`config.mk`:
```
export PLATFORM = sky130hd
export DESIGN_NAME = raven_io_regs
export DESIGN_NICKNAME = d
export VERILOG_FILES = /design/src/rtl/raven_io_pkg.sv /design/src/rtl/raven_io_regs.sv /design/src/rtl/raven_analog_bank.sv /design/src/rtl/raven_pad_route_bank.sv /design/src/rtl/raven_io_bus_port.sv
export SDC_FILE = /design/constraint.sdc
export NUM_CORES = 1
export LEC_CHECK = 0
export BUFFER_PORTS_ARGS = -buffer_cell sky130_fd_sc_hd__clkbuf_2
export CAP_MARGIN = 20
export CORE_MARGIN = 5
export CORE_UTILIZATION = 30
export DETAILED_ROUTE_END_ITERATION = 8
export HOLD_SLACK_MARGIN = 0.03
export MAX_ROUTING_LAYER = met4
export PLACE_DENSITY = 0.51
export SYNTH_ARGS = -nofsm -noshare
export SYNTH_HDL_FRONTEND = slang
export SYNTH_SLANG_ARGS = --single-unit
export TNS_END_PERCENT = 10
```
`constraint.sdc`:
```
create_clock -name clk -period 2.05 [get_ports clk]
set_clock_uncertainty 0.05 [all_clocks]
set_input_delay 0 -clock clk [delete_from_list [all_inputs] [get_ports clk]]
set_output_delay 0 -clock clk [all_outputs]
set_load 0.01 [all_outputs]
```
`src/rtl/raven_io_pkg.sv`:
```
/*
 * Shared definitions for the peripheral register block
 * Window page, field widths, register byte offsets and offset tables
 * Bus, bank, ADC, analog, SPI and monitor packed struct types
 * Byte-lane mask helper for the 16-bit registers
 */
package raven_io_pkg;

	// Upper 24 address bits of the 256-byte window
	localparam logic [23:0] IO_PAGE = 24'h030000;

	localparam int GPIO_W = 16;
	localparam int ADC_W = 10;
	localparam int SEL_W = 2;
	localparam int ADC_N = 2;
	localparam int MON_N = 6;
	localparam int IRQ_SRC_N = 2;
	// IRQ 7, 8, 9, 10 in bits 0 to 3
	localparam int IRQ_ROUTE_W = 4;

	// Destination code that goes to an interrupt, not a pad
	localparam logic [SEL_W-1:0] DEST_IRQ = 2'd3;
	// All pads start as inputs
	localparam logic [GPIO_W-1:0] OEB_RESET = '1;

	// GPIO
	localparam logic [7:0] REG_GPIO_DATA = 8'h00;
	localparam logic [7:0] REG_GPIO_OEB = 8'h04;
	localparam logic [7:0] REG_GPIO_PU = 8'h08;
	localparam logic [7:0] REG_GPIO_PD = 8'h0c;
	// ADC0
	localparam logic [7:0] REG_ADC0_ENA = 8'h10;
	localparam logic [7:0] REG_ADC0_DATA = 8'h14;
	localparam logic [7:0] REG_ADC0_DONE = 8'h18;
	localparam logic [7:0] REG_ADC0_CONVERT = 8'h1c;
	localparam logic [7:0] REG_ADC0_CLKSRC = 8'h20;
	localparam logic [7:0] REG_ADC0_INSRC = 8'h24;
	// ADC1
	localparam logic [7:0] REG_ADC1_ENA = 8'h30;
	localparam logic [7:0] REG_ADC1_DATA = 8'h34;
	localparam logic [7:0] REG_ADC1_DONE = 8'h38;
	localparam logic [7:0] REG_ADC1_CONVERT = 8'h3c;
	localparam logic [7:0] REG_ADC1_CLKSRC = 8'h40;
	localparam logic [7:0] REG_ADC1_INSRC = 8'h44;
	// DAC and comparator
	localparam logic [7:0] REG_DAC_ENA = 8'h50;
	localparam logic [7:0] REG_DAC_VALUE = 8'h54;
	localparam logic [7:0] REG_COMP_ENA = 8'h60;
	localparam logic [7:0] REG_COMP_NSRC = 8'h64;
	localparam logic [7:0] REG_COMP_PSRC = 8'h68;
	localparam logic [7:0] REG_COMP_DEST = 8'h6c;
	// RC oscillator
	localparam logic [7:0] REG_RCOSC_ENA = 8'h70;
	localparam logic [7:0] REG_RCOSC_DEST = 8'h74;
	// Read-only words from the standalone SPI
	localparam logic [7:0] REG_SPI_CONFIG = 8'h80;
	localparam logic [7:0] REG_SPI_XTAL_REG = 8'h84;
	localparam logic [7:0] REG_SPI_PLL = 8'h88;
	localparam logic [7:0] REG_SPI_MFGR = 8'h8c;
	localparam logic [7:0] REG_SPI_PROD = 8'h90;
	localparam logic [7:0] REG_SPI_MASK = 8'h94;
	// Monitor destinations and IRQ sources
	localparam logic [7:0] REG_XTAL_DEST = 8'ha0;
	localparam logic [7:0] REG_PLL_DEST = 8'ha4;
	localparam logic [7:0] REG_TRAP_DEST = 8'ha8;
	localparam logic [7:0] REG_IRQ7_SRC = 8'hb0;
	localparam logic [7:0] REG_IRQ8_SRC = 8'hb4;
	// Analog output path
	localparam logic [7:0] REG_ANALOG_SEL = 8'hc0;
	localparam logic [7:0] REG_OPAMP_BIAS = 8'hc4;
	localparam logic [7:0] REG_OPAMP_ENA = 8'hc8;
	localparam logic [7:0] REG_BG_ENA = 8'hd0;
	// Over-temperature alarm
	localparam logic [7:0] REG_OT_ENA = 8'he0;
	localparam logic [7:0] REG_OT_DATA = 8'he4;
	localparam logic [7:0] REG_OT_DEST = 8'he8;

	// Per-ADC offset tables, index 0 is ADC0
	localparam logic [7:0] ADC_ENA_OFS [ADC_N] = '{REG_ADC0_ENA, REG_ADC1_ENA};
	localparam logic [7:0] ADC_DATA_OFS [ADC_N] = '{REG_ADC0_DATA, REG_ADC1_DATA};
	localparam logic [7:0] ADC_DONE_OFS [ADC_N] = '{REG_ADC0_DONE, REG_ADC1_DONE};
	localparam logic [7:0] ADC_CONV_OFS [ADC_N] = '{REG_ADC0_CONVERT, REG_ADC1_CONVERT};
	localparam logic [7:0] ADC_CLKSRC_OFS [ADC_N] = '{REG_ADC0_CLKSRC, REG_ADC1_CLKSRC};
	localparam logic [7:0] ADC_INSRC_OFS [ADC_N] = '{REG_ADC0_INSRC, REG_ADC1_INSRC};

	// Monitored signals, one destination register each
	localparam int MON_COMP = 0;
	localparam int MON_RCOSC = 1;
	localparam int MON_XTAL = 2;
	localparam int MON_PLL = 3;
	localparam int MON_TRAP = 4;
	localparam int MON_OT = 5;
	localparam logic [7:0] MON_DEST_OFS [MON_N] = '{REG_COMP_DEST, REG_RCOSC_DEST,
		REG_XTAL_DEST, REG_PLL_DEST, REG_TRAP_DEST, REG_OT_DEST};
	localparam logic [7:0] IRQ_SRC_OFS [IRQ_SRC_N] = '{REG_IRQ7_SRC, REG_IRQ8_SRC};

	// Pad map, the monitor that owns each pad and its selecting code
	localparam int PIN_MON [GPIO_W] = '{0, 0, 1, 1, 1, 2, 2, 2, 3, 3, 3, 4, 4, 4, 5, 5};
	localparam int PIN_CODE [GPIO_W] = '{1, 2, 1, 2, 3, 1, 2, 3, 1, 2, 3, 1, 2, 3, 1, 2};

	typedef struct packed {
		logic        valid;
		logic [31:0] addr;
		logic [3:0]  wstrb;
		logic [31:0] wdata;
	} io_req_t;

	typedef struct packed {
		logic        ready;
		logic [31:0] rdata;
	} io_rsp_t;

	// Access accepted this cycle, seen by both banks
	typedef struct packed {
		logic        strobe;
		logic [7:0]  offset;
		logic [3:0]  wstrb;
		logic [31:0] wdata;
	} io_access_t;

	typedef struct packed {
		logic        hit;
		logic [31:0] rdata;
	} bank_rsp_t;

	typedef struct packed {
		logic             ena;
		logic             convert;
		logic [SEL_W-1:0] clksrc;
		logic [SEL_W-1:0] inputsrc;
	} adc_ctrl_t;

	typedef struct packed {
		logic [ADC_W-1:0] data;
		logic             done;
	} adc_stat_t;

	typedef struct packed {
		logic             dac_ena;
		logic [ADC_W-1:0] dac_value;
		logic             comp_ena;
		logic [SEL_W-1:0] comp_ninputsrc;
		logic [SEL_W-1:0] comp_pinputsrc;
		logic             rcosc_ena;
		logic             overtemp_ena;
		logic             analog_out_sel;
		logic             opamp_ena;
		logic             opamp_bias_ena;
		logic             bg_ena;
	} analog_ctrl_t;

	// Configuration held by the standalone SPI
	typedef struct packed {
		logic [7:0]  cfg;
		logic        xtal_ena;
		logic        reg_ena;
		logic        pll_cp_ena;
		logic        pll_vco_ena;
		logic        pll_bias_ena;
		logic [3:0]  pll_trim;
		logic [11:0] mfgr_id;
		logic [7:0]  prod_id;
		logic [3:0]  mask_rev;
	} spi_ro_t;

	// Live signals the pad monitors can carry
	typedef struct packed {
		logic comp_in;
		logic rcosc_in;
		logic xtal_in;
		logic pll_clk;
		logic overtemp;
	} mon_src_t;

	typedef struct packed {
		logic rcosc_in;
		logic spi_sck;
		logic xtal_in;
		logic ext_clk;
	} adc_clk_src_t;

	// Lane mask for the two low bytes
	function automatic logic [15:0] half_mask(input logic [1:0] wstrb);
		return {{8{wstrb[1]}}, {8{wstrb[0]}}};
	endfunction

endpackage
```
`src/rtl/raven_io_regs.sv`:
```
`timescale 1ns/1ps

/*
 * Peripheral register block top level
 * Bus port, pad routing bank and analog bank
 */
module raven_io_regs (
	input  logic                                 clk,
	input  logic                                 resetn,
	input  raven_io_pkg::io_req_t                req,
	output raven_io_pkg::io_rsp_t                rsp,
	input  logic [raven_io_pkg::GPIO_W-1:0]      gpio_in,
	output logic [raven_io_pkg::GPIO_W-1:0]      gpio_out,
	output logic [raven_io_pkg::GPIO_W-1:0]      gpio_outenb,
	input  raven_io_pkg::mon_src_t               mon,
	input  logic                                 trap,
	output logic [raven_io_pkg::IRQ_ROUTE_W-1:0] irq_route,
	input  raven_io_pkg::adc_stat_t              adc0_stat,
	input  raven_io_pkg::adc_stat_t              adc1_stat,
	input  raven_io_pkg::spi_ro_t                spi_ro,
	input  raven_io_pkg::adc_clk_src_t           clk_src,
	output raven_io_pkg::adc_ctrl_t              adc0_ctrl,
	output raven_io_pkg::adc_ctrl_t              adc1_ctrl,
	output logic                                 adc0_clk,
	output logic                                 adc1_clk,
	output raven_io_pkg::analog_ctrl_t           analog
);
	import raven_io_pkg::*;

	// Shared access and per-bank replies
	io_access_t access;
	bank_rsp_t  route_rsp;
	bank_rsp_t  analog_rsp;

	raven_io_bus_port bus_port_i (
		.clk        (clk),
		.resetn     (resetn),
		.req        (req),
		.route_rsp  (route_rsp),
		.analog_rsp (analog_rsp),
		.access     (access),
		.rsp        (rsp)
	);

	raven_pad_route_bank pad_route_i (
		.clk         (clk),
		.resetn      (resetn),
		.access      (access),
		.gpio_in     (gpio_in),
		.mon         (mon),
		.trap        (trap),
		.rsp         (route_rsp),
		.gpio_out    (gpio_out),
		.gpio_outenb (gpio_outenb),
		.irq_route   (irq_route)
	);

	// Overtemp status read from the monitor input
	raven_analog_bank analog_i (
		.clk       (clk),
		.resetn    (resetn),
		.access    (access),
		.adc0_stat (adc0_stat),
		.adc1_stat (adc1_stat),
		.spi_ro    (spi_ro),
		.overtemp  (mon.overtemp),
		.clk_src   (clk_src),
		.rsp       (analog_rsp),
		.adc0_ctrl (adc0_ctrl),
		.adc1_ctrl (adc1_ctrl),
		.adc0_clk  (adc0_clk),
		.adc1_clk  (adc1_clk),
		.analog    (analog)
	);

endmodule

```
`src/rtl/raven_analog_bank.sv`:
```
`timescale 1ns/1ps

/*
 * Analog control bank
 * ADC, DAC, comparator, RC oscillator, output path and overtemp controls
 * Read-only ADC status, SPI configuration and overtemp words
 * ADC clock source multiplexers
 */
module raven_analog_bank (
	input  logic                       clk,
	input  logic                       resetn,
	input  raven_io_pkg::io_access_t   access,
	input  raven_io_pkg::adc_stat_t    adc0_stat,
	input  raven_io_pkg::adc_stat_t    adc1_stat,
	input  raven_io_pkg::spi_ro_t      spi_ro,
	input  logic                       overtemp,
	input  raven_io_pkg::adc_clk_src_t clk_src,
	output raven_io_pkg::bank_rsp_t    rsp,
	output raven_io_pkg::adc_ctrl_t    adc0_ctrl,
	output raven_io_pkg::adc_ctrl_t    adc1_ctrl,
	output logic                       adc0_clk,
	output logic                       adc1_clk,
	output raven_io_pkg::analog_ctrl_t analog
);
	import raven_io_pkg::*;

	adc_ctrl_t        adc_ctrl_q [ADC_N];
	analog_ctrl_t     ana_q;
	adc_stat_t        adc_stat [ADC_N];
	logic [ADC_N-1:0] adc_clk;
	logic [15:0]      dac_mask;

	assign adc_stat[0] = adc0_stat;
	assign adc_stat[1] = adc1_stat;
	assign dac_mask = half_mask(access.wstrb[1:0]);

	// ADC clock: RC osc, SPI clock, crystal or external
	always_comb begin
		for (int i = 0; i < ADC_N; i++) begin
			case (adc_ctrl_q[i].clksrc)
				2'd0:    adc_clk[i] = clk_src.rcosc_in;
				2'd1:    adc_clk[i] = clk_src.spi_sck;
				2'd2:    adc_clk[i] = clk_src.xtal_in;
				default: adc_clk[i] = clk_src.ext_clk;
			endcase
		end
	end

	assign adc0_ctrl = adc_ctrl_q[0];
	assign adc1_ctrl = adc_ctrl_q[1];
	assign adc0_clk = adc_clk[0];
	assign adc1_clk = adc_clk[1];
	assign analog = ana_q;

	// Read decode for control and status words
	always_comb begin
		rsp = '{hit: 1'b1, rdata: '0};
		case (access.offset)
			REG_DAC_ENA:      rsp.rdata[0] = ana_q.dac_ena;
			REG_DAC_VALUE:    rsp.rdata[ADC_W-1:0] = ana_q.dac_value;
			REG_COMP_ENA:     rsp.rdata[0] = ana_q.comp_ena;
			REG_COMP_NSRC:    rsp.rdata[SEL_W-1:0] = ana_q.comp_ninputsrc;
			REG_COMP_PSRC:    rsp.rdata[SEL_W-1:0] = ana_q.comp_pinputsrc;
			REG_RCOSC_ENA:    rsp.rdata[0] = ana_q.rcosc_ena;
			REG_SPI_CONFIG:   rsp.rdata[7:0] = spi_ro.cfg;
			REG_SPI_XTAL_REG: rsp.rdata[1:0] = {spi_ro.xtal_ena, spi_ro.reg_ena};
			// Trim above the three PLL enables
			REG_SPI_PLL:      rsp.rdata[6:0] = {spi_ro.pll_trim, spi_ro.pll_cp_ena,
				spi_ro.pll_vco_ena, spi_ro.pll_bias_ena};
			REG_SPI_MFGR:     rsp.rdata[11:0] = spi_ro.mfgr_id;
			REG_SPI_PROD:     rsp.rdata[7:0] = spi_ro.prod_id;
			REG_SPI_MASK:     rsp.rdata[3:0] = spi_ro.mask_rev;
			REG_ANALOG_SEL:   rsp.rdata[0] = ana_q.analog_out_sel;
			REG_OPAMP_BIAS:   rsp.rdata[0] = ana_q.opamp_bias_ena;
			REG_OPAMP_ENA:    rsp.rdata[0] = ana_q.opamp_ena;
			REG_BG_ENA:       rsp.rdata[0] = ana_q.bg_ena;
			REG_OT_ENA:       rsp.rdata[0] = ana_q.overtemp_ena;
			// Live alarm level
			REG_OT_DATA:      rsp.rdata[0] = overtemp;
			default:          rsp.hit = 1'b0;
		endcase
		// Per-ADC words, same layout at both bases
		for (int i = 0; i < ADC_N; i++) begin
			case (access.offset)
				ADC_ENA_OFS[i]:    rsp = '{hit: 1'b1, rdata: 32'(adc_ctrl_q[i].ena)};
				ADC_DATA_OFS[i]:   rsp = '{hit: 1'b1, rdata: 32'(adc_stat[i].data)};
				ADC_DONE_OFS[i]:   rsp = '{hit: 1'b1, rdata: 32'(adc_stat[i].done)};
				ADC_CONV_OFS[i]:   rsp = '{hit: 1'b1, rdata: 32'(adc_ctrl_q[i].convert)};
				ADC_CLKSRC_OFS[i]: rsp = '{hit: 1'b1, rdata: 32'(adc_ctrl_q[i].clksrc)};
				ADC_INSRC_OFS[i]:  rsp = '{hit: 1'b1, rdata: 32'(adc_ctrl_q[i].inputsrc)};
				default: ;
			endcase
		end
	end

	// Read-only offsets have no write path
	always_ff @(posedge clk) begin
		if (!resetn) begin
			adc_ctrl_q <= '{default: '0};
			ana_q <= '0;
		end else if (access.strobe) begin
			// DAC value spans two byte lanes
			if (access.offset == REG_DAC_VALUE)
				ana_q.dac_value <= (ana_q.dac_value & ~dac_mask[ADC_W-1:0]) |
					(access.wdata[ADC_W-1:0] & dac_mask[ADC_W-1:0]);
			if (access.wstrb[0]) begin
				case (access.offset)
					REG_DAC_ENA:    ana_q.dac_ena <= access.wdata[0];
					REG_COMP_ENA:   ana_q.comp_ena <= access.wdata[0];
					REG_COMP_NSRC:  ana_q.comp_ninputsrc <= access.wdata[SEL_W-1:0];
					REG_COMP_PSRC:  ana_q.comp_pinputsrc <= access.wdata[SEL_W-1:0];
					REG_RCOSC_ENA:  ana_q.rcosc_ena <= access.wdata[0];
					REG_ANALOG_SEL: ana_q.analog_out_sel <= access.wdata[0];
					REG_OPAMP_BIAS: ana_q.opamp_bias_ena <= access.wdata[0];
					REG_OPAMP_ENA:  ana_q.opamp_ena <= access.wdata[0];
					REG_BG_ENA:     ana_q.bg_ena <= access.wdata[0];
					REG_OT_ENA:     ana_q.overtemp_ena <= access.wdata[0];
					default: ;
				endcase
				for (int i = 0; i < ADC_N; i++) begin
					case (access.offset)
						ADC_ENA_OFS[i]:    adc_ctrl_q[i].ena <= access.wdata[0];
						ADC_CONV_OFS[i]:   adc_ctrl_q[i].convert <= access.wdata[0];
						ADC_CLKSRC_OFS[i]: adc_ctrl_q[i].clksrc <= access.wdata[SEL_W-1:0];
						ADC_INSRC_OFS[i]:  adc_ctrl_q[i].inputsrc <= access.wdata[SEL_W-1:0];
						default: ;
					endcase
				end
			end
		end
	end

endmodule

```
`src/rtl/raven_pad_route_bank.sv`:
```
`timescale 1ns/1ps

/*
 * Pad routing bank
 * GPIO data, oeb, pull-up and pull-down registers
 * Monitor destination and IRQ 7/8 source registers
 * Pad output and enable multiplexers, routed interrupts
 */
module raven_pad_route_bank (
	input  logic                                 clk,
	input  logic                                 resetn,
	input  raven_io_pkg::io_access_t             access,
	input  logic [raven_io_pkg::GPIO_W-1:0]      gpio_in,
	input  raven_io_pkg::mon_src_t               mon,
	input  logic                                 trap,
	output raven_io_pkg::bank_rsp_t              rsp,
	output logic [raven_io_pkg::GPIO_W-1:0]      gpio_out,
	output logic [raven_io_pkg::GPIO_W-1:0]      gpio_outenb,
	output logic [raven_io_pkg::IRQ_ROUTE_W-1:0] irq_route
);
	import raven_io_pkg::*;

	logic [GPIO_W-1:0] gpio_q;
	// Output enable, active low
	logic [GPIO_W-1:0] oeb_q;
	// Pull registers, readable only
	logic [GPIO_W-1:0] pu_q;
	logic [GPIO_W-1:0] pd_q;
	logic [SEL_W-1:0]  dest_q [MON_N];
	logic [SEL_W-1:0]  irq_src_q [IRQ_SRC_N];
	logic [MON_N-1:0]  mon_bit;
	logic [GPIO_W-1:0] keep_half;
	logic [GPIO_W-1:0] new_half;

	// Byte lanes of a 16-bit write
	assign keep_half = ~half_mask(access.wstrb[1:0]);
	assign new_half = access.wdata[GPIO_W-1:0] & half_mask(access.wstrb[1:0]);

	// Monitor sources in destination-register order
	assign mon_bit[MON_COMP] = mon.comp_in;
	assign mon_bit[MON_RCOSC] = mon.rcosc_in;
	assign mon_bit[MON_XTAL] = mon.xtal_in;
	// PLL clock also on the third PLL pad
	assign mon_bit[MON_PLL] = mon.pll_clk;
	assign mon_bit[MON_TRAP] = trap;
	assign mon_bit[MON_OT] = mon.overtemp;

	// Pad shows its monitor when selected, else its data bit
	// Any nonzero destination drives the whole group
	for (genvar p = 0; p < GPIO_W; p++) begin : g_pad
		assign gpio_out[p] = (dest_q[PIN_MON[p]] == SEL_W'(PIN_CODE[p])) ?
			mon_bit[PIN_MON[p]] : gpio_q[p];
		assign gpio_outenb[p] = (dest_q[PIN_MON[p]] != '0) ? 1'b0 : oeb_q[p];
	end

	// IRQ 7 picks pin 0/1/2, IRQ 8 pin 3/4/5
	always_comb begin
		for (int k = 0; k < IRQ_SRC_N; k++) begin
			case (irq_src_q[k])
				2'd1:    irq_route[k] = gpio_in[3*k];
				2'd2:    irq_route[k] = gpio_in[3*k+1];
				2'd3:    irq_route[k] = gpio_in[3*k+2];
				default: irq_route[k] = 1'b0;
			endcase
		end
		// IRQ 9 and 10 when the destination is the interrupt code
		irq_route[2] = (dest_q[MON_COMP] == DEST_IRQ) && mon.comp_in;
		irq_route[3] = (dest_q[MON_OT] == DEST_IRQ) && mon.overtemp;
	end

	// Read decode, from state before any write
	always_comb begin
		rsp = '{hit: 1'b1, rdata: '0};
		case (access.offset)
			REG_GPIO_DATA: rsp.rdata = {gpio_out, gpio_in};
			REG_GPIO_OEB:  rsp.rdata[GPIO_W-1:0] = oeb_q;
			REG_GPIO_PU:   rsp.rdata[GPIO_W-1:0] = pu_q;
			// 0x0c returns the pull-down register
			REG_GPIO_PD:   rsp.rdata[GPIO_W-1:0] = pd_q;
			default:       rsp.hit = 1'b0;
		endcase
		for (int k = 0; k < MON_N; k++) begin
			if (access.offset == MON_DEST_OFS[k])
				rsp = '{hit: 1'b1, rdata: 32'(dest_q[k])};
		end
		for (int k = 0; k < IRQ_SRC_N; k++) begin
			if (access.offset == IRQ_SRC_OFS[k])
				rsp = '{hit: 1'b1, rdata: 32'(irq_src_q[k])};
		end
	end

	always_ff @(posedge clk) begin
		if (!resetn) begin
			gpio_q <= '0;
			oeb_q <= OEB_RESET;
			pu_q <= '0;
			pd_q <= '0;
			dest_q <= '{default: '0};
			irq_src_q <= '{default: '0};
		end else if (access.strobe) begin
			// GPIO words take both low byte lanes
			case (access.offset)
				REG_GPIO_DATA: gpio_q <= (gpio_q & keep_half) | new_half;
				REG_GPIO_OEB:  oeb_q <= (oeb_q & keep_half) | new_half;
				REG_GPIO_PU:   pu_q <= (pu_q & keep_half) | new_half;
				REG_GPIO_PD:   pd_q <= (pd_q & keep_half) | new_half;
				default: ;
			endcase
			// Select fields live in byte 0
			if (access.wstrb[0]) begin
				for (int k = 0; k < MON_N; k++) begin
					if (access.offset == MON_DEST_OFS[k])
						dest_q[k] <= access.wdata[SEL_W-1:0];
				end
				for (int k = 0; k < IRQ_SRC_N; k++) begin
					if (access.offset == IRQ_SRC_OFS[k])
						irq_src_q[k] <= access.wdata[SEL_W-1:0];
				end
			end
		end
	end

endmodule

```
`src/rtl/raven_io_bus_port.sv`:
```
`timescale 1ns/1ps

/*
 * Bus port of the peripheral register block
 * Page check and accept, access broadcast to the banks
 * Registered one-cycle ready and merged read word
 */
module raven_io_bus_port (
	input  logic                     clk,
	input  logic                     resetn,
	input  raven_io_pkg::io_req_t    req,
	input  raven_io_pkg::bank_rsp_t  route_rsp,
	input  raven_io_pkg::bank_rsp_t  analog_rsp,
	output raven_io_pkg::io_access_t access,
	output raven_io_pkg::io_rsp_t    rsp
);
	import raven_io_pkg::*;

	logic        accept;
	logic        ready_q;
	logic [31:0] rdata_d;
	logic [31:0] rdata_q;

	// In-page request not being answered right now
	// Out-of-page requests never see ready
	assign accept = req.valid && !ready_q && (req.addr[31:8] == IO_PAGE);

	// Strobe only in the accept cycle
	assign access = '{
		strobe: accept,
		offset: req.addr[7:0],
		wstrb:  req.wstrb,
		wdata:  req.wdata
	};

	// At most one bank owns an offset
	// Unmapped offsets read as zero
	always_comb begin
		if (route_rsp.hit)
			rdata_d = route_rsp.rdata;
		else if (analog_rsp.hit)
			rdata_d = analog_rsp.rdata;
		else
			rdata_d = '0;
	end

	// One-cycle ready pulse after accept
	always_ff @(posedge clk) begin
		if (!resetn)
			ready_q <= 1'b0;
		else
			ready_q <= accept;
	end

	// Read word captured with the old register state
	always_ff @(posedge clk) begin
		if (accept)
			rdata_q <= rdata_d;
	end

	assign rsp = '{ready: ready_q, rdata: rdata_q};

endmodule

```
; ---- Yosys cells after proc, flatten, opt, wreduce, memory -nomap -nowiden
; Cells that the tools add are included.
[totals]
output_inout_bits = 105
register_bits = 147
inputBits = 160
[classes]
mux = 59
reduce_logical = 47
n_eq_ne = 70
bitwise = 14
[ops]
columns = operator, count
row1 = $pmux 33 s6, 2
row2 = $mux 33, 8
row3 = $eq 8x8->1 const B, 18
row4 = $and 16x16->16, 5
row5 = $eq 8x7->1 const B, 10
row6 = $reduce_and 3->1, 26
row7 = $mux 32, 2
row8 = $or 16x16->16, 4
row9 = $pmux 16 s4, 1
row10 = $eq 8x6->1 const B, 6
row11 = $eq 2x2->1 const B, 18
row12 = $mux 1, 34
row13 = $eq 8x5->1 const B, 4
row14 = $eq 24x18->1 const B, 1
row15 = $and 10x10->10, 2
row16 = $eq 2x1->1 const B, 10
row17 = $pmux 1 s18, 1
row18 = $reduce_or 18->1, 1
row19 = $eq 8x4->1 const B, 2
row20 = $mux 16, 1
row21 = $not 16->16, 1
row22 = $pmux 3 s5, 1
row23 = $pmux 1 s3, 4
row24 = $pmux 2 s6, 1
row25 = 14 further kinds, 27

; ---- Logic depth before layout (Yosys ltp)
[depth]
depth_word = 12
ltp_mapped = 8
ltp_nobuf = 6

; ---- Hierarchy
; Synthesis repeated with hierarchy kept, for this count alone.
[unflattened]
hier_cells = 999
hier_area_um2 = 8793.4
[by_module_without_submodules]
columns = module, instances, cells_per_inst, area_per_inst_um2
row1 = raven_pad_route_bank, 1, 528, 4307.9
row2 = raven_analog_bank, 1, 338, 2752.6
row3 = raven_io_bus_port, 1, 133, 1732.9

; ---- Least setup slack after synthesis
; No wires, ideal clock.
[synth_path]
path_kind = reg2reg
startpoint = register bus_port_i.ready_q
endpoint = register bus_port_i.rdata_q[0] (enable)
required_time_ns = 1.608
path_buffers = 0
setup_slack_ns = -0.020
synth_period_minus_slack_ns = 2.070
path_stages_with_launch = 4
t_arrival_ns = 1.628
path_cell_list = dfxtp_1 > nor4b_1 > and4_1 > and2_1
[synth_between]
elab_chain_len = 3
[synth_lines]
columns = item, line
row1 = from (decl), raven_io_bus_port.sv:20  ; logic ready_q;
row2 = from (signal assigned), raven_io_bus_port.sv:52  ; ready_q <= accept;
row3 = $logic_not 1->1, raven_io_bus_port.sv:26  ; assign accept = req.valid && !ready_q && (req.addr[31:8] == IO_PAGE);
row4 = $logic_and 1x1->1 (2 in a row), raven_io_bus_port.sv:26
row5 = named net bus_port_i.accept, raven_io_bus_port.sv:19  ; logic accept;
row6 = to (signal assigned), raven_io_bus_port.sv:58  ; rdata_q <= rdata_d;
row7 = to (decl), raven_io_bus_port.sv:22  ; logic [31:0] rdata_q;
; The timed path passes the listed nets, and every way through them passes these cells.
; A chain may end at the register's enable or synchronous reset.

; ---- Final worst setup path
[layout_path]
startpoint = input req[37] (netlist bit)
endpoint = register bus_port_i.rdata_q[5], data pin
[layout_between]
elab_chain_len = 12
word_cells_on_any_way = 60
cone_classes = 41 x eq/ne / 16 x mux / 3 x reduce/logical
[layout_lines]
columns = item, line
row1 = from (decl), raven_io_regs.sv:10  ; input raven_io_pkg::io_req_t req,
row2 = $eq 8x3->1 (tied with other cells), raven_pad_route_bank.sv:74  ; case (access.offset)
row3 = $reduce_or 4->1 (no source line), --
row4 = $mux 1, raven_pad_route_bank.sv:74
row5 = $mux 33 (6 in a row), raven_pad_route_bank.sv:83  ; if (access.offset == MON_DEST_OFS[k])
row6 = $mux 33 (2 in a row), raven_pad_route_bank.sv:87  ; if (access.offset == IRQ_SRC_OFS[k])
row7 = $mux 32 (*), raven_io_bus_port.sv:39  ; if (route_rsp.hit)
row8 = named net bus_port_i.rdata_d[5], raven_io_bus_port.sv:21  ; logic [31:0] rdata_d;
; Mark *: on every way through the listed nets, which the timed path passes. The rest lies on a longest branch.

==> flow_metrics.py <==
metrics = {
    "final_layout": {
        "drive_above_1_share_pct": 35.5,
        "final_common_cell": "clkbuf_2",
        "seqCellArea_mm2": 0.00326,
        "mostFrequentLayoutCells": "245 x clkbuf_2, 117 x nand2_1, 115 x dfxtp_1",
        "multi_input_area_mm2": 0.00431,
        "area_growth_pct": 46.5,
        "final_nets": 1382,
        "final_area_mm2": 0.0114,
        "final_cells": 1567,
        "fill_cells": 2498,
        "final_util_pct": 44.8,
    },
    "power": {
        "p_total_w": 0.00678,
        "p_leak_nw": 4.51,
        "ir_drop_v": 0.000370,
        "p_per_area_mw_per_mm2": 597,
    },
    "clocking": {
        "cts_buffer_depth": 2,
        "cts_sinks": 147,
        "cts-root-buf": "clkbuf_16",
        "cts_buffers": 17,
        "clock_latency_ps": 420,
        "clk_pin_slew_ps": 60,
        "cts_tree": "built",
        "h-tree-depth": 4,
        "post_cts_buffers": 0,
    },
    "worst_setup_path": {
        "worstRegToRegCells": 6,
        "worstSetupPathType": "in -> reg",
        "worst-path-max-fanout": 7,
        "r2r_end": "bus_port_i.rdata_q[9]",
        "crit_path_end_kind": "register",
        "cp-start-kind": "input pin",
        "crit_chain": "clkbuf_2 -> or4b_4 -> buf_12 -> nor4_4 -> buf_6 -> a222oi_1 -> dlygate4sd3_1 -> nand3_1",
        "cp.required_ps": 2290,
        "max_stage_delay_ps": 610,
        "slowest_stage": "dlygate4sd3_1",
        "r2r_slack_ps": 130,
        "cp.arrival_ps": 2250,
    },
    "timing": {
        "period_needed_ps": 2010,
        "rsz0062_at_grt": "yes",
        "setup_viol": 0,
        "drv_slew": 0,
        "max-slew-margin-rel_pct": 53.7,
        "worst_pin_slew_ps": 695,
        "max_freq_ghz": 0.496,
        "post-route-period-util_pct": 98.3,
        "hold_viol_final": 0,
        "postLayoutSetupSlackWorst_ps": 35.6,
    },
    "synth": {
        "synthFlopType": "dfxtp_1",
        "synthCells": 839,
        "async_flop_share_pct": 0,
        "ys_ff_latch": 147,
        "synth_edf_count": 32,
        "synth_area_mm2": 0.00775,
        "synth-seq-area-share_pct": 42.1,
        "ys_warn_count": 0,
        "syn_avg_cell_area_um2": 9.23,
        "synthesis.nets": 999,
        "synth.distinct_cells": 61,
    },
    "run_status": {
        "status": "completed",
    },
    "global_routing": {
        "use_met2_pct": 35.5,
        "busiest_layer": "met2",
        "grt_usage_pct": 22.2,
        "antenna_found_initial": 2,
        "use_met3_pct": 3.74,
        "grt_pass1_wl_um": 48100,
        "use_met1_pct": 29.9,
        "grt-ovfl-total": 0,
        "grt_max_degree": 77,
        "grt_pass1_vias": 8001,
    },
    "route": {
        "ant_nets": 0,
        "drc_errors": 0,
        "vias_per_cell": 5.12,
        "routed_wl_um": 32400,
        "dr.pass1.iters": 8,
        "avgRoutedWirePerCell_um": 20.7,
        "drt-initial-drc-count": 621,
        "vias": 8022,
    },
    "floorplanning": {
        "fp.dieH_um": 171,
        "coreArea_mm2": 0.0253,
        "chipWidth_um": 171,
        "die_area_mm2": 0.0291,
        "io_pins": 265,
        "row_count": 58,
        "start_util_pct": 30.6,
    },
    "flow_run": {
        "maxCapViolCount": 0,
    },
    "placement": {
        "dpl_worst_slack_ps": -166,
        "io_buffers": 246,
        "placed_area_mm2": 0.0102,
        "gp_congestion": 0.967,
        "place_inst": 1478,
        "hpwl_um": 25200,
    },
    "worst_hold_path": {
        "hold_end": "bus_port_i.rdata_q[3]",
        "min_delay_path_depth": 5,
        "min_from": "spi_ro[3]",
        "hp-class": "in -> reg",
    },
}
-- cells by family (layout without fill, tap and decap cells) --
| family | count (synthesis) | in the layout | synth area share [%] |
|---|---|---|---|
| compound gates | 167 | 167 | 15.4 |
| mux | 110 | 110 | 15.1 |
| simple gates | 362 | 362 | 24.7 |
| other cells | 0 | 2 | 0 |
| flops | 147 | 147 | 42.1 |
| buf+inv | 53 | 449 | 2.76 |
-- synth_stat cells (all sizes together) (3+ instances only) --
cell type,instances,area [um2]
nor3,14,75.1
edfxtp,32,961
nand2,117,439
nor4,11,96.3
nand4,3,18.8
nand3b,3,22.5
a222oi,13,130
a221o,6,60.1
a211oi,6,45.0
dfxtp,115,2300
nand2b,5,31.3
nand3,37,185
mux2i,85,851
nor4b,8,70.1
nor2,40,173
o22ai,10,62.6
a21boi,23,173
clkbuf,38,143
nor2b,83,519
mux2,22,248
nor3b,8,60.1
and3,10,62.6
a22o,4,35.0
o21ai,39,195
a21oi,13,65.1
a221oi,5,43.8
a22oi,25,188
mux4,3,67.6
buf,15,71.3
a32oi,3,26.3
and2,16,100
-- worst max-delay path, delay by kind of cell --
kind | cells | cell delay, ps
simple gates | 3 | 1120
buf+inv | 4 | 1070
compound gates | 1 | 70
-- report_power, final --
part / switching [W] / internal, W / total (W)
clock: 0.00134 / 0.00185 / 0.00319
combinational: 0.000334 / 0.000318 / 0.000652
sequential: 0.0000000000145 / 0.00294 / 0.00294
-- worst max-delay path by stage --
| stage | from | to | slack, ps | depth (start not counted) |
|---|---|---|---|---|
| 2_1_floorplan | bus_port_i.ready_q | analog_i.adc0_ctrl[2] | 40 | 7 |
| 3_3_place_gp | req[42] | bus_port_i.rdata_q[1] | -220 | 8 |
| 3_5_place_dp | req[42] | bus_port_i.rdata_q[1] | -170 | 8 |
| 4_1_cts | bus_port_i.ready_q | pad_route_i.dest_q[6] | 10 | 8 |
| 5_1_grt | req[39] | bus_port_i.rdata_q[5] | -10 | 10 |
| 6_report | req[37] | bus_port_i.rdata_q[5] | 40 | 8 |
-- repair_timing --
| action | 4_1_cts | 5_1_grt |
|---|---|---|
| hold buffers | 55 | 0 |
| hold endpoints to repair | 108 | 0 |
| pin swaps | 0 | 3 |
| endpoints found under the setup margin | 1 | 50 |
| gates resized for setup | 1 | 12 |
-- routing by layer --
metal | vias to the layer above | share of wire (%)
met3 | 20 | 7.0
met1 | 3809 | 45
met2 | 336 | 47
met4 | 0 | 0.93
li1 | 3857 | -
met5 | - | 0
-- final cells by class --
| type | count | area share, % |
|---|---|---|
| Clock buffer | 19 | 3.90 |
| Multi-Input combinational cell | 639 | 38.0 |
| Antenna cell | 2 | 0.0441 |
| Tap cell | 330 | 3.64 |
| Sequential cell | 147 | 28.7 |
| Timing Repair Buffer | 417 | 24.3 |
| Clock inverter | 13 | 1.32 |
-- through the flow --
stage          setup TNS [ps]  hold slack, ps
3_5_place_dp             -166             240
2_1_floorplan               0            74.0
6_report                    0            55.6
4_1_cts                     0            31.9
3_3_place_gp             -248             234
5_1_grt                 -12.2            69.3
Note: power is estimated with default switching activity, not from simulation.
